File: config.mk
export PLATFORM = sky130hd
export DESIGN_NAME = core_top
export DESIGN_NICKNAME = d
export VERILOG_FILES = /design/src/rtl/core_pkg.sv /design/src/rtl/core_top.sv /design/src/rtl/bus_arbiter.sv /design/src/rtl/lsu.sv /design/src/rtl/regfile.sv /design/src/rtl/exec_unit.sv /design/src/rtl/ifetch.sv
export VERILOG_INCLUDE_DIRS = /design/src /design/src/rtl
export SDC_FILE = /design/constraint.sdc
export NUM_CORES = 2
export LEC_CHECK = 0
export BUFFER_PORTS_ARGS = -buffer_cell sky130_fd_sc_hd__buf_4
export CORE_ASPECT_RATIO = 0.8
export CORE_MARGIN = 8
export CORE_UTILIZATION = 28
export CTS_CLUSTER_DIAMETER = 150
export DETAILED_ROUTE_END_ITERATION = 6
export PLACE_DENSITY = 0.45
export SLEW_MARGIN = 0
export SYNTH_ARGS = -nofsm -noshare
export SYNTH_HDL_FRONTEND = slang
export SYNTH_SLANG_ARGS = --single-unit
File: constraint.sdc
create_clock -name clk -period 7.99 [get_ports clk]
set_clock_uncertainty 0.05 [all_clocks]
set_input_delay 0.799 -clock clk [delete_from_list [all_inputs] [get_ports clk]]
set_output_delay 0.799 -clock clk [all_outputs]
set_load 0.01 [all_outputs]
File: src/rtl/core_config.svh
`ifndef CORE_CONFIG_SVH
`define CORE_CONFIG_SVH

// --------------------------------------------------
// Core configuration
// --------------------------------------------------

// Data and address width
`define CORE_XLEN 32

// Number of integer registers
`define CORE_NB_REGS 32

// Register index width
`define CORE_REG_ADR_W 5

// First fetch address after reset
`define CORE_RESET_ADDR 32'h0000_0000

`endif
File: src/rtl/core_pkg.sv
`default_nettype none

`include "core_config.svh"

package core_pkg;

  typedef logic [`CORE_XLEN-1:0]      word_t;
  typedef logic [`CORE_REG_ADR_W-1:0] reg_adr_t;

  // Major opcodes handled by the decoder
  typedef enum logic [6:0] {
    OPC_OP     = 7'b0110011,
    OPC_OP_IMM = 7'b0010011,
    OPC_LUI    = 7'b0110111,
    OPC_LOAD   = 7'b0000011,
    OPC_STORE  = 7'b0100011,
    OPC_BRANCH = 7'b1100011,
    OPC_JAL    = 7'b1101111
  } opcode_e;

  typedef enum logic [2:0] {
    ALU_ADD,
    ALU_SUB,
    ALU_SLT,
    ALU_XOR,
    ALU_OR,
    ALU_AND,
    ALU_PASS_B
  } alu_op_e;

  typedef enum logic [1:0] {
    ST_WAIT_INSTR,
    ST_EXECUTE,
    ST_MEM_WAIT,
    ST_WRITEBACK
  } exec_state_e;

  // One decoded instruction
  typedef struct packed {
    alu_op_e  alu_op;
    reg_adr_t rd;
    reg_adr_t rs1;
    reg_adr_t rs2;
    word_t    imm;
    logic     use_imm;
    logic     write_rd;
    logic     load;
    logic     store;
    logic     beq;
    logic     bne;
    logic     jump;
  } dec_t;

  // Unit to arbiter request and its answer
  typedef struct packed {
    logic  valid;
    logic  we;
    word_t adr;
    word_t wdata;
  } mem_req_t;

  typedef struct packed {
    logic  ack;
    word_t rdata;
  } mem_rsp_t;

  // Wishbone classic master outputs and slave answer
  typedef struct packed {
    logic                     cyc;
    logic                     stb;
    logic                     we;
    word_t                    adr;
    word_t                    dat;
    logic [`CORE_XLEN/8-1:0]  sel;
  } wb_req_t;

  typedef struct packed {
    logic  ack;
    word_t dat;
  } wb_rsp_t;

endpackage

`default_nettype wire

File: src/rtl/core_top.sv
`timescale 1ns/100ps
`default_nettype none

module core_top import core_pkg::*; (
  input  wire logic    clk,
  input  wire logic    reset_n,
  output wb_req_t      wb_o,
  input  wire wb_rsp_t wb_i
);

  // --------------------------------------------------
  // Fetch to execute
  // --------------------------------------------------
  logic     if_instr_valid;
  word_t    if_instr;
  word_t    if_instr_pc;
  logic     exe_instr_take;
  logic     exe_redirect_v;
  word_t    exe_redirect_pc;

  // Register file
  reg_adr_t exe_rs1_adr;
  reg_adr_t exe_rs2_adr;
  word_t    rf_rs1_data;
  word_t    rf_rs2_data;
  logic     exe_rd_we;
  reg_adr_t exe_rd_adr;
  word_t    exe_rd_data;

  // Execute to load/store
  logic     exe_mem_start;
  logic     exe_mem_we;
  word_t    exe_mem_adr;
  word_t    exe_mem_wdata;
  logic     lsu_done;
  word_t    lsu_rdata;

  // Requests towards the arbiter
  mem_req_t if_fetch_req;
  mem_rsp_t arb_fetch_rsp;
  mem_req_t lsu_data_req;
  mem_rsp_t arb_data_rsp;

  ifetch u_ifetch (
    .clk           (clk),
    .reset_n       (reset_n),
    .redirect_v_i  (exe_redirect_v),
    .redirect_pc_i (exe_redirect_pc),
    .instr_take_i  (exe_instr_take),
    .instr_valid_o (if_instr_valid),
    .instr_o       (if_instr),
    .instr_pc_o    (if_instr_pc),
    .fetch_req_o   (if_fetch_req),
    .fetch_rsp_i   (arb_fetch_rsp)
  );

  exec_unit u_exec_unit (
    .clk           (clk),
    .reset_n       (reset_n),
    .instr_valid_i (if_instr_valid),
    .instr_i       (if_instr),
    .instr_pc_i    (if_instr_pc),
    .instr_take_o  (exe_instr_take),
    .redirect_v_o  (exe_redirect_v),
    .redirect_pc_o (exe_redirect_pc),
    .rs1_adr_o     (exe_rs1_adr),
    .rs2_adr_o     (exe_rs2_adr),
    .rs1_data_i    (rf_rs1_data),
    .rs2_data_i    (rf_rs2_data),
    .rd_we_o       (exe_rd_we),
    .rd_adr_o      (exe_rd_adr),
    .rd_data_o     (exe_rd_data),
    .mem_start_o   (exe_mem_start),
    .mem_we_o      (exe_mem_we),
    .mem_adr_o     (exe_mem_adr),
    .mem_wdata_o   (exe_mem_wdata),
    .mem_done_i    (lsu_done),
    .mem_rdata_i   (lsu_rdata)
  );

  regfile u_regfile (
    .clk        (clk),
    .reset_n    (reset_n),
    .rs1_adr_i  (exe_rs1_adr),
    .rs2_adr_i  (exe_rs2_adr),
    .rs1_data_o (rf_rs1_data),
    .rs2_data_o (rf_rs2_data),
    .we_i       (exe_rd_we),
    .wr_adr_i   (exe_rd_adr),
    .wr_data_i  (exe_rd_data)
  );

  lsu u_lsu (
    .clk        (clk),
    .reset_n    (reset_n),
    .start_i    (exe_mem_start),
    .we_i       (exe_mem_we),
    .adr_i      (exe_mem_adr),
    .wdata_i    (exe_mem_wdata),
    .done_o     (lsu_done),
    .rdata_o    (lsu_rdata),
    .data_req_o (lsu_data_req),
    .data_rsp_i (arb_data_rsp)
  );

  bus_arbiter u_bus_arbiter (
    .clk         (clk),
    .reset_n     (reset_n),
    .data_req_i  (lsu_data_req),
    .data_rsp_o  (arb_data_rsp),
    .fetch_req_i (if_fetch_req),
    .fetch_rsp_o (arb_fetch_rsp),
    .wb_o        (wb_o),
    .wb_i        (wb_i)
  );

endmodule

`default_nettype wire

File: src/rtl/bus_arbiter.sv
`timescale 1ns/100ps
`default_nettype none

module bus_arbiter import core_pkg::*; (
  input  wire logic     clk,
  input  wire logic     reset_n,
  input  wire mem_req_t data_req_i,
  output mem_rsp_t      data_rsp_o,
  input  wire mem_req_t fetch_req_i,
  output mem_rsp_t      fetch_rsp_o,
  output wb_req_t       wb_o,
  input  wire wb_rsp_t  wb_i
);

  typedef enum logic [1:0] {
    ARB_IDLE,
    ARB_DATA,
    ARB_FETCH
  } arb_state_e;

  arb_state_e state_q;
  arb_state_e state_d;
  logic       sel_data;
  logic       sel_fetch;

  // Fixed priority when idle with data before fetch
  always_comb begin
    if (state_q == ARB_IDLE) begin
      sel_data  = data_req_i.valid;
      sel_fetch = !data_req_i.valid && fetch_req_i.valid;
    end else begin
      sel_data  = (state_q == ARB_DATA);
      sel_fetch = (state_q == ARB_FETCH);
    end
  end

  // Owner is kept until its ack
  always_comb begin
    state_d = state_q;
    if (wb_i.ack) begin
      state_d = ARB_IDLE;
    end else if (state_q == ARB_IDLE) begin
      if (sel_data) begin
        state_d = ARB_DATA;
      end else if (sel_fetch) begin
        state_d = ARB_FETCH;
      end
    end
  end

  always_ff @(posedge clk or negedge reset_n) begin
    if (!reset_n) begin
      state_q <= ARB_IDLE;
    end else begin
      state_q <= state_d;
    end
  end

  // --------------------------------------------------
  // Wishbone master side
  // --------------------------------------------------
  assign wb_o.cyc = sel_data || sel_fetch;
  assign wb_o.stb = sel_data || sel_fetch;
  assign wb_o.we  = sel_data ? data_req_i.we : (sel_fetch && fetch_req_i.we);
  assign wb_o.adr = sel_data ? data_req_i.adr : fetch_req_i.adr;
  assign wb_o.dat = sel_data ? data_req_i.wdata : fetch_req_i.wdata;
  assign wb_o.sel = '1;

  assign data_rsp_o.ack    = sel_data && wb_i.ack;
  assign data_rsp_o.rdata  = wb_i.dat;
  assign fetch_rsp_o.ack   = sel_fetch && wb_i.ack;
  assign fetch_rsp_o.rdata = wb_i.dat;

endmodule

`default_nettype wire

File: src/rtl/lsu.sv
`timescale 1ns/100ps
`default_nettype none

module lsu import core_pkg::*; (
  input  wire logic     clk,
  input  wire logic     reset_n,
  input  wire logic     start_i,
  input  wire logic     we_i,
  input  wire word_t    adr_i,
  input  wire word_t    wdata_i,
  output logic          done_o,
  output word_t         rdata_o,
  output mem_req_t      data_req_o,
  input  wire mem_rsp_t data_rsp_i
);

  logic  valid_q;
  logic  done_q;
  logic  we_q;
  word_t adr_q;
  word_t wdata_q;
  word_t rdata_q;

  always_ff @(posedge clk or negedge reset_n) begin
    if (!reset_n) begin
      valid_q <= 1'b0;
      done_q  <= 1'b0;
    end else begin
      // Done follows the bus ack by one cycle
      done_q <= data_rsp_i.ack;
      if (start_i) begin
        valid_q <= 1'b1;
      end else if (data_rsp_i.ack) begin
        valid_q <= 1'b0;
      end
    end
  end

  always_ff @(posedge clk) begin
    if (start_i) begin
      we_q    <= we_i;
      adr_q   <= adr_i;
      wdata_q <= wdata_i;
    end
    if (data_rsp_i.ack && !we_q) begin
      rdata_q <= data_rsp_i.rdata;
    end
  end

  assign data_req_o.valid = valid_q;
  assign data_req_o.we    = we_q;
  assign data_req_o.adr   = adr_q;
  assign data_req_o.wdata = wdata_q;

  assign done_o  = done_q;
  assign rdata_o = rdata_q;

endmodule

`default_nettype wire

File: src/rtl/regfile.sv
`timescale 1ns/100ps
`default_nettype none

`include "core_config.svh"

module regfile import core_pkg::*; (
  input  wire logic     clk,
  input  wire logic     reset_n,
  input  wire reg_adr_t rs1_adr_i,
  input  wire reg_adr_t rs2_adr_i,
  output word_t         rs1_data_o,
  output word_t         rs2_data_o,
  input  wire logic     we_i,
  input  wire reg_adr_t wr_adr_i,
  input  wire word_t    wr_data_i
);

  word_t regs_q [`CORE_NB_REGS];

  // x0 keeps its reset value since it is never written
  always_ff @(posedge clk or negedge reset_n) begin
    if (!reset_n) begin
      for (int i = 0; i < `CORE_NB_REGS; i++) begin
        regs_q[i] <= '0;
      end
    end else if (we_i && wr_adr_i != '0) begin
      regs_q[wr_adr_i] <= wr_data_i;
    end
  end

  assign rs1_data_o = regs_q[rs1_adr_i];
  assign rs2_data_o = regs_q[rs2_adr_i];

endmodule

`default_nettype wire

File: src/rtl/exec_unit.sv
`timescale 1ns/100ps
`default_nettype none

module exec_unit import core_pkg::*; (
  input  wire logic  clk,
  input  wire logic  reset_n,
  input  wire logic  instr_valid_i,
  input  wire word_t instr_i,
  input  wire word_t instr_pc_i,
  output logic       instr_take_o,
  output logic       redirect_v_o,
  output word_t      redirect_pc_o,
  output reg_adr_t   rs1_adr_o,
  output reg_adr_t   rs2_adr_o,
  input  wire word_t rs1_data_i,
  input  wire word_t rs2_data_i,
  output logic       rd_we_o,
  output reg_adr_t   rd_adr_o,
  output word_t      rd_data_o,
  output logic       mem_start_o,
  output logic       mem_we_o,
  output word_t      mem_adr_o,
  output word_t      mem_wdata_o,
  input  wire logic  mem_done_i,
  input  wire word_t mem_rdata_i
);

  exec_state_e state_q;
  exec_state_e state_d;
  dec_t        dec_q;
  word_t       pc_q;
  word_t       result_q;
  word_t       op_b;
  word_t       alu_res;
  logic        taken;
  logic        is_mem;

  // --------------------------------------------------
  // Decoder
  // --------------------------------------------------
  function automatic dec_t decode(word_t ins);
    dec_t       d;
    opcode_e    opc;
    logic [2:0] f3;
    f3       = ins[14:12];
    opc      = opcode_e'(ins[6:0]);
    d        = '0;
    d.alu_op = ALU_ADD;
    d.rd     = ins[11:7];
    d.rs1    = ins[19:15];
    d.rs2    = ins[24:20];
    d.imm    = {{20{ins[31]}}, ins[31:20]};
    case (opc)
      OPC_OP: begin
        // Only funct7 0000000, or 0100000 for SUB
        if (!ins[31] && ins[29:25] == 5'd0 && (!ins[30] || f3 == 3'b000)) begin
          d.write_rd = 1'b1;
          case (f3)
            3'b000:  d.alu_op = ins[30] ? ALU_SUB : ALU_ADD;
            3'b010:  d.alu_op = ALU_SLT;
            3'b100:  d.alu_op = ALU_XOR;
            3'b110:  d.alu_op = ALU_OR;
            3'b111:  d.alu_op = ALU_AND;
            default: d.write_rd = 1'b0;
          endcase
        end
      end
      OPC_OP_IMM: begin
        d.use_imm  = 1'b1;
        d.write_rd = 1'b1;
        case (f3)
          3'b000:  d.alu_op = ALU_ADD;
          3'b010:  d.alu_op = ALU_SLT;
          3'b100:  d.alu_op = ALU_XOR;
          3'b110:  d.alu_op = ALU_OR;
          3'b111:  d.alu_op = ALU_AND;
          default: d.write_rd = 1'b0;
        endcase
      end
      OPC_LUI: begin
        d.alu_op   = ALU_PASS_B;
        d.use_imm  = 1'b1;
        d.write_rd = 1'b1;
        d.imm      = {ins[31:12], 12'b0};
      end
      OPC_LOAD: begin
        d.use_imm  = 1'b1;
        d.load     = (f3 == 3'b010);
        d.write_rd = (f3 == 3'b010);
      end
      OPC_STORE: begin
        d.use_imm = 1'b1;
        d.store   = (f3 == 3'b010);
        d.imm     = {{20{ins[31]}}, ins[31:25], ins[11:7]};
      end
      OPC_BRANCH: begin
        d.beq = (f3 == 3'b000);
        d.bne = (f3 == 3'b001);
        d.imm = {{19{ins[31]}}, ins[31], ins[7], ins[30:25], ins[11:8], 1'b0};
      end
      OPC_JAL: begin
        d.jump     = 1'b1;
        d.write_rd = 1'b1;
        d.imm      = {{11{ins[31]}}, ins[31], ins[19:12], ins[20], ins[30:21], 1'b0};
      end
      default: ;
    endcase
    return d;
  endfunction

  // --------------------------------------------------
  // ALU and branch resolution
  // --------------------------------------------------
  assign op_b = dec_q.use_imm ? dec_q.imm : rs2_data_i;

  always_comb begin
    case (dec_q.alu_op)
      ALU_SUB:    alu_res = rs1_data_i - op_b;
      ALU_SLT:    alu_res = word_t'($signed(rs1_data_i) < $signed(op_b));
      ALU_XOR:    alu_res = rs1_data_i ^ op_b;
      ALU_OR:     alu_res = rs1_data_i | op_b;
      ALU_AND:    alu_res = rs1_data_i & op_b;
      ALU_PASS_B: alu_res = op_b;
      default:    alu_res = rs1_data_i + op_b;
    endcase
  end

  assign taken  = (dec_q.beq && rs1_data_i == rs2_data_i) ||
                  (dec_q.bne && rs1_data_i != rs2_data_i) || dec_q.jump;
  assign is_mem = dec_q.load || dec_q.store;

  // --------------------------------------------------
  // Sequencer
  // --------------------------------------------------
  always_comb begin
    state_d = state_q;
    case (state_q)
      ST_WAIT_INSTR: if (instr_valid_i) state_d = ST_EXECUTE;
      ST_EXECUTE:    state_d = is_mem ? ST_MEM_WAIT : ST_WRITEBACK;
      ST_MEM_WAIT:   if (mem_done_i) state_d = ST_WRITEBACK;
      default:       state_d = ST_WAIT_INSTR;
    endcase
  end

  always_ff @(posedge clk or negedge reset_n) begin
    if (!reset_n) begin
      state_q <= ST_WAIT_INSTR;
    end else begin
      state_q <= state_d;
    end
  end

  always_ff @(posedge clk) begin
    if (instr_take_o) begin
      dec_q <= decode(instr_i);
      pc_q  <= instr_pc_i;
    end
    // JAL links to the next sequential address
    if (state_q == ST_EXECUTE) begin
      result_q <= dec_q.jump ? pc_q + word_t'(4) : alu_res;
    end
  end

  assign instr_take_o  = (state_q == ST_WAIT_INSTR) && instr_valid_i;
  assign redirect_v_o  = (state_q == ST_EXECUTE) && taken;
  assign redirect_pc_o = pc_q + dec_q.imm;

  assign rs1_adr_o = dec_q.rs1;
  assign rs2_adr_o = dec_q.rs2;

  assign rd_we_o   = (state_q == ST_WRITEBACK) && dec_q.write_rd;
  assign rd_adr_o  = dec_q.rd;
  assign rd_data_o = dec_q.load ? mem_rdata_i : result_q;

  assign mem_start_o = (state_q == ST_EXECUTE) && is_mem;
  assign mem_we_o    = dec_q.store;
  assign mem_adr_o   = alu_res;
  assign mem_wdata_o = rs2_data_i;

endmodule

`default_nettype wire

File: src/rtl/ifetch.sv
`timescale 1ns/100ps
`default_nettype none

`include "core_config.svh"

module ifetch import core_pkg::*; (
  input  wire logic     clk,
  input  wire logic     reset_n,
  input  wire logic     redirect_v_i,
  input  wire word_t    redirect_pc_i,
  input  wire logic     instr_take_i,
  output logic          instr_valid_o,
  output word_t         instr_o,
  output word_t         instr_pc_o,
  output mem_req_t      fetch_req_o,
  input  wire mem_rsp_t fetch_rsp_i
);

  word_t pc_q;
  word_t req_adr_q;
  logic  busy_q;
  logic  gap_q;
  logic  discard_q;
  logic  buf_valid_q;
  word_t buf_instr_q;
  word_t buf_pc_q;
  logic  room;
  logic  fetch_start;
  logic  fetch_ack;

  // Buffer has room when empty or emptied this cycle
  assign room        = !buf_valid_q || instr_take_i;
  // No request while reset is held
  assign fetch_start = reset_n && !busy_q && !gap_q && room && !redirect_v_i;
  assign fetch_ack   = fetch_rsp_i.ack;

  // Address is frozen once the request is out
  assign fetch_req_o.valid = busy_q || fetch_start;
  assign fetch_req_o.we    = 1'b0;
  assign fetch_req_o.adr   = busy_q ? req_adr_q : pc_q;
  assign fetch_req_o.wdata = '0;

  always_ff @(posedge clk or negedge reset_n) begin
    if (!reset_n) begin
      pc_q        <= `CORE_RESET_ADDR;
      busy_q      <= 1'b0;
      gap_q       <= 1'b0;
      discard_q   <= 1'b0;
      buf_valid_q <= 1'b0;
    end else begin
      gap_q <= fetch_ack;
      if (fetch_ack) begin
        busy_q <= 1'b0;
      end else if (fetch_start) begin
        busy_q <= 1'b1;
      end
      if (redirect_v_i) begin
        pc_q        <= redirect_pc_i;
        buf_valid_q <= 1'b0;
        // A fetch still on the bus belongs to the old path
        discard_q   <= busy_q && !fetch_ack;
      end else if (fetch_ack) begin
        discard_q <= 1'b0;
        if (!discard_q) begin
          buf_valid_q <= 1'b1;
          pc_q        <= pc_q + word_t'(4);
        end
      end else if (instr_take_i) begin
        buf_valid_q <= 1'b0;
      end
    end
  end

  always_ff @(posedge clk) begin
    if (fetch_start) begin
      req_adr_q <= pc_q;
    end
    if (fetch_ack && !discard_q && !redirect_v_i) begin
      buf_instr_q <= fetch_rsp_i.rdata;
      buf_pc_q    <= pc_q;
    end
  end

  assign instr_valid_o = buf_valid_q;
  assign instr_o       = buf_instr_q;
  assign instr_pc_o    = buf_pc_q;

endmodule

`default_nettype wire

==> run_results.csv <==
group,metric,value,unit
timing,worst_pin_slew,1340,ps
die,row_count,170,
critical_path,crit-reg2reg-launch,"u_exec_unit.rs2_adr_o[1]",
flow_run,cap_violations,0,
pwr,leakage,0.0357,uW
cts,htree_levels,4,
worst_hold_path,hold_path.class,"primary input to flip-flop",
timing,tns,0,ps
timing,maxSlewHeadroom,10.2,%
worst_hold_path,hold_end,"u_ifetch.instr_o[18]",
timing,rsz0062_at_grt,"no",
cts,cts_buffers,156,
placement,place_hpwl,206000,um
pwr,finalPower,31600,uW
timing,hold_violations,0,
cts,clk_pin_slew,70,ps
routing,finalWirelength,303000,um
synth,synth_ff_type,"dfrtp_1",
critical_path,arrival,6850,ps
placement,gp_congestion,0.923,
routing,routed_via_density,5.54,
routing,drt-initial-drc-count,6834,
placement,io_buffers,101,
synth,synth_edf_count,314,
pwr,power_density,370,nW/um2
critical_path,crit_required,7140,ps
timing,slew_violations,0,
die,ios,106,
worst_hold_path,hold_depth,1,
global_route,antenna_found_initial,20,
cts,clock_latency,850,ps
critical_path,r2r_slack,490,ps
routing,post_drt_wl_per_cell,28.6,um
cts,clockBufferDepth,4,
synth,ys_warn_count,0,
global_route,grt_max_degree,114,
synth,synth_seq_area_share,48.1,%
die,fp.dieW,595,um
die,chipHeight,479,um
die,dieArea,285000,um2
critical_path,path_cells,"buf_6, buf_4, mux4_2, nand2_1, a21oi_1, nor4_2, inv_1, and3_1, nor3_1, or4b_1, nor4_4, mux2i_1, a21boi_4, a31oi_1, buf_4",
synth,synth_cells,7036,
routing,ant_nets,0,
die,start_util,28.1,%
global_route,overflow,0,
routing,wl_met3,29000,um
critical_path,end_kind,"primary output",
routing,top_layer,"met5",
synth,synth_top_area_cell,"dfrtp_1",
critical_path,crit_fanout,20,
timing,setup_viol,0,
critical_path,critPathMaxStageDelay,770,ps
global_route,grt_pass1_vias,56300,
routing,first_pass_iters,6,
run_status,status,"complete, no violations",
critical_path,reg2regPathDepth,20,
cts,cts_root_buffer,"clkbuf_16",
critical_path,cpMostUsedCell,"buf_4",
placement,dpl_cell_area,80200,um2
final_layout,fin_nets,7101,
pwr,peakVddDrop,0.157,mV
critical_path,cp-start-kind,"flip-flop",
synth,synth_area,75000,um2
timing,fin_crit_sh,96.3,%
final_layout,syn_to_final_growth,13.8,%
final_layout,stdcell_area,85400,um2
synth,async_flop_share,77.2,%
critical_path,r2r_end,"u_exec_unit.result_q[29]",
routing,drc,0,
global_route,grt_pass1_wl,431000,um
critical_path,cp_slowest_cell,"edfxtp_1",
critical_path,crit_buf_inv,4,
timing,max_clock_freq,130,MHz
critical_path,criticalPathCategory,"flip-flop to primary output",
synth,synth_cell_types,87,
synth,synthTopCellsByArea,"dfrtp_1 (36%), edfxtp_1 (13%), mux4_2 (12%)",
cts,cts.sinks,1380,
critical_path,critPathTopFamily,"simple AND/OR/NAND/NOR gates",
cts,cts_tree,"yes",
synth,yosysTopAreaCellShare,35.6,%
worst_hold_path,hold_path_startpoint,"wb_i[18]",
routing,route.vias.total,58500,
routing,met1_length,142000,um
global_route,grt_usage,20.6,%
timing,min_period,7700,ps
routing,met2_wirelength,124000,um
die,core_area,267000,um2
synth,synth-seq-cells,1380,
final_layout,layout-drive-gt1-share,16.3,%
synth,syn_area_per_cell,10.7,um2
-- state kept, by name, summed over array words and instances (netlist names), 2 cells and up --
name and cells:
u_exec_unit.rs2_adr_o 5, u_regfile.regs_q 1024, u_exec_unit.dec_q 41, u_exec_unit.rs1_adr_o 5
u_exec_unit.pc_q 32, u_exec_unit.result_q 32, u_ifetch.instr_o 32, u_lsu.rdata_o 32
u_ifetch.pc_q 32, u_ifetch.instr_pc_o 32, u_lsu.wdata_q 32, u_lsu.adr_q 32
u_exec_unit.state_q 2, u_ifetch.req_adr_q 32, u_bus_arbiter.state_q 2, u_exec_unit.rd_adr_o 5
-- per-stage QoR --
stage / instances / utilization (%) / hold slack (ps) / setup WS, ps
detailed placement: 10300 / 30.0 / 334 / 775
global route: 10600 / 31.9 / 91.9 / 4.37
floorplan: 7039 / - / 350 / 599
global placement: 10300 / 30.0 / 327 / 831
CTS: 10600 / 31.9 / 83.9 / 183
finish: 10600 / 31.9 / 127 / 293
-- cells by family after synthesis --
family | after synthesis | synth area share [%]
flip-flops | 1380 | 48.1
AND/OR/NAND/NOR | 1902 | 10.9
multiplexers | 818 | 17.5
XOR/XNOR | 120 | 1.40
buffers and inverters | 747 | 4.14
other | 1 | 0.00500
AO/OA/AOI/OAI | 1925 | 15.5
adder cells (fa/ha/maj) | 143 | 2.40
-- cells in the final DEF (no fill, tap or decap), types with 16 or more instances in the layout --
cell / n
a221o_1: 17
a22oi_1: 177
edfxtp_1: 314
nand2_1: 506
o2111ai_1: 34
xor2_1: 58
a21o_1: 78
o21ai_0: 398
mux2i_2: 20
and3_1: 32
nor2_1: 912
nor3_1: 61
o21bai_1: 19
dfrtp_1: 1065
nor2b_1: 33
nand2b_1: 23
mux2i_1: 345
nand3_1: 119
buf_12: 18
clkbuf_8: 35
mux4_2: 392
a211oi_1: 30
ha_1: 141
clkbuf_16: 160
nand4_1: 28
a21oi_1: 878
inv_1: 124
clkbuf_1: 32
o211ai_1: 24
a22o_1: 84
clkinv_2: 16
o31ai_1: 20
buf_4: 322
xnor2_1: 61
nor4_1: 19
and2_1: 46
or3_1: 24
mux2_2: 45
nor2_4: 23
a221oi_1: 16
-- area by class of cell --
cell class	instances	area, um2
tap	3526	4410
timing repair buffer	344	2840
clock inverter	45	515
multi-input combinational	4912	36400
fill	27100	182000
antenna	14	35.0
sequential	1380	36100
clock buffer	226	4580
inverter	129	484
-- timing repair --
action / CTS / global route
endpoints found under the hold margin: 44 / 0
setup buffers: 0 / 0
hold buffers: 1 / 0
resized for setup: 1 / 5
setup endpoints to repair: 2 / 2
-- power by group --
group	switching [uW]	internal (uW)
clock network	3120	4300
registers	2000	9830
logic	7300	5040
total	12400	19200
-- per-layer routing --
metal | track usage (%) | vias up
met1 | 31.1 | 30100
met5 | 0 | -
li1 | - | 25500
met2 | 28.8 | 2487
met3 | 5.59 | 408
met4 | 5.38 | 4
-- worst max path at each step --
stage / from / end / slack, ps / cells past startpoint
3_3_place_gp: u_exec_unit.rs1_adr_o[2] / wb_o[70] / 830 / 15
2_1_floorplan: u_exec_unit.rs1_adr_o[1] / u_ifetch.req_adr_q[0] / 600 / 16
4_1_cts: u_exec_unit.rs1_adr_o[2] / wb_o[69] / 180 / 15
3_5_place_dp: u_exec_unit.rs1_adr_o[2] / wb_o[69] / 770 / 15
5_1_grt: u_exec_unit.rs1_adr_o[2] / wb_o[69] / 4 / 15
6_report: u_exec_unit.rs1_adr_o[3] / wb_o[69] / 290 / 15
-- Yosys cell counts, drive strengths merged, types with 7 or more instances --
cell type  instances
dfrtp           1066
nor2             936
a21oi            880
nand2            513
clkbuf           464
o21ai            399
mux4             392
mux2i            377
edfxtp           314
a22oi            177
buf              154
ha               142
inv              125
nand3            120
a22o              84
a21o              78
nor3              63
xnor2             62
xor2              58
and2              49
mux2              49
nor2b             40
and3              34
o2111ai           34
a211oi            31
nand4             28
nand2b            25
nor4              25
o211ai            24
or3               24
o31ai             20
o21bai            19
a221o             17
a221oi            17
o21a              14
or2               13
a31oi             12
o22ai             12
a21boi             9
a2111oi            7
nor3b              7
Power figures use the tool's default switching activity.
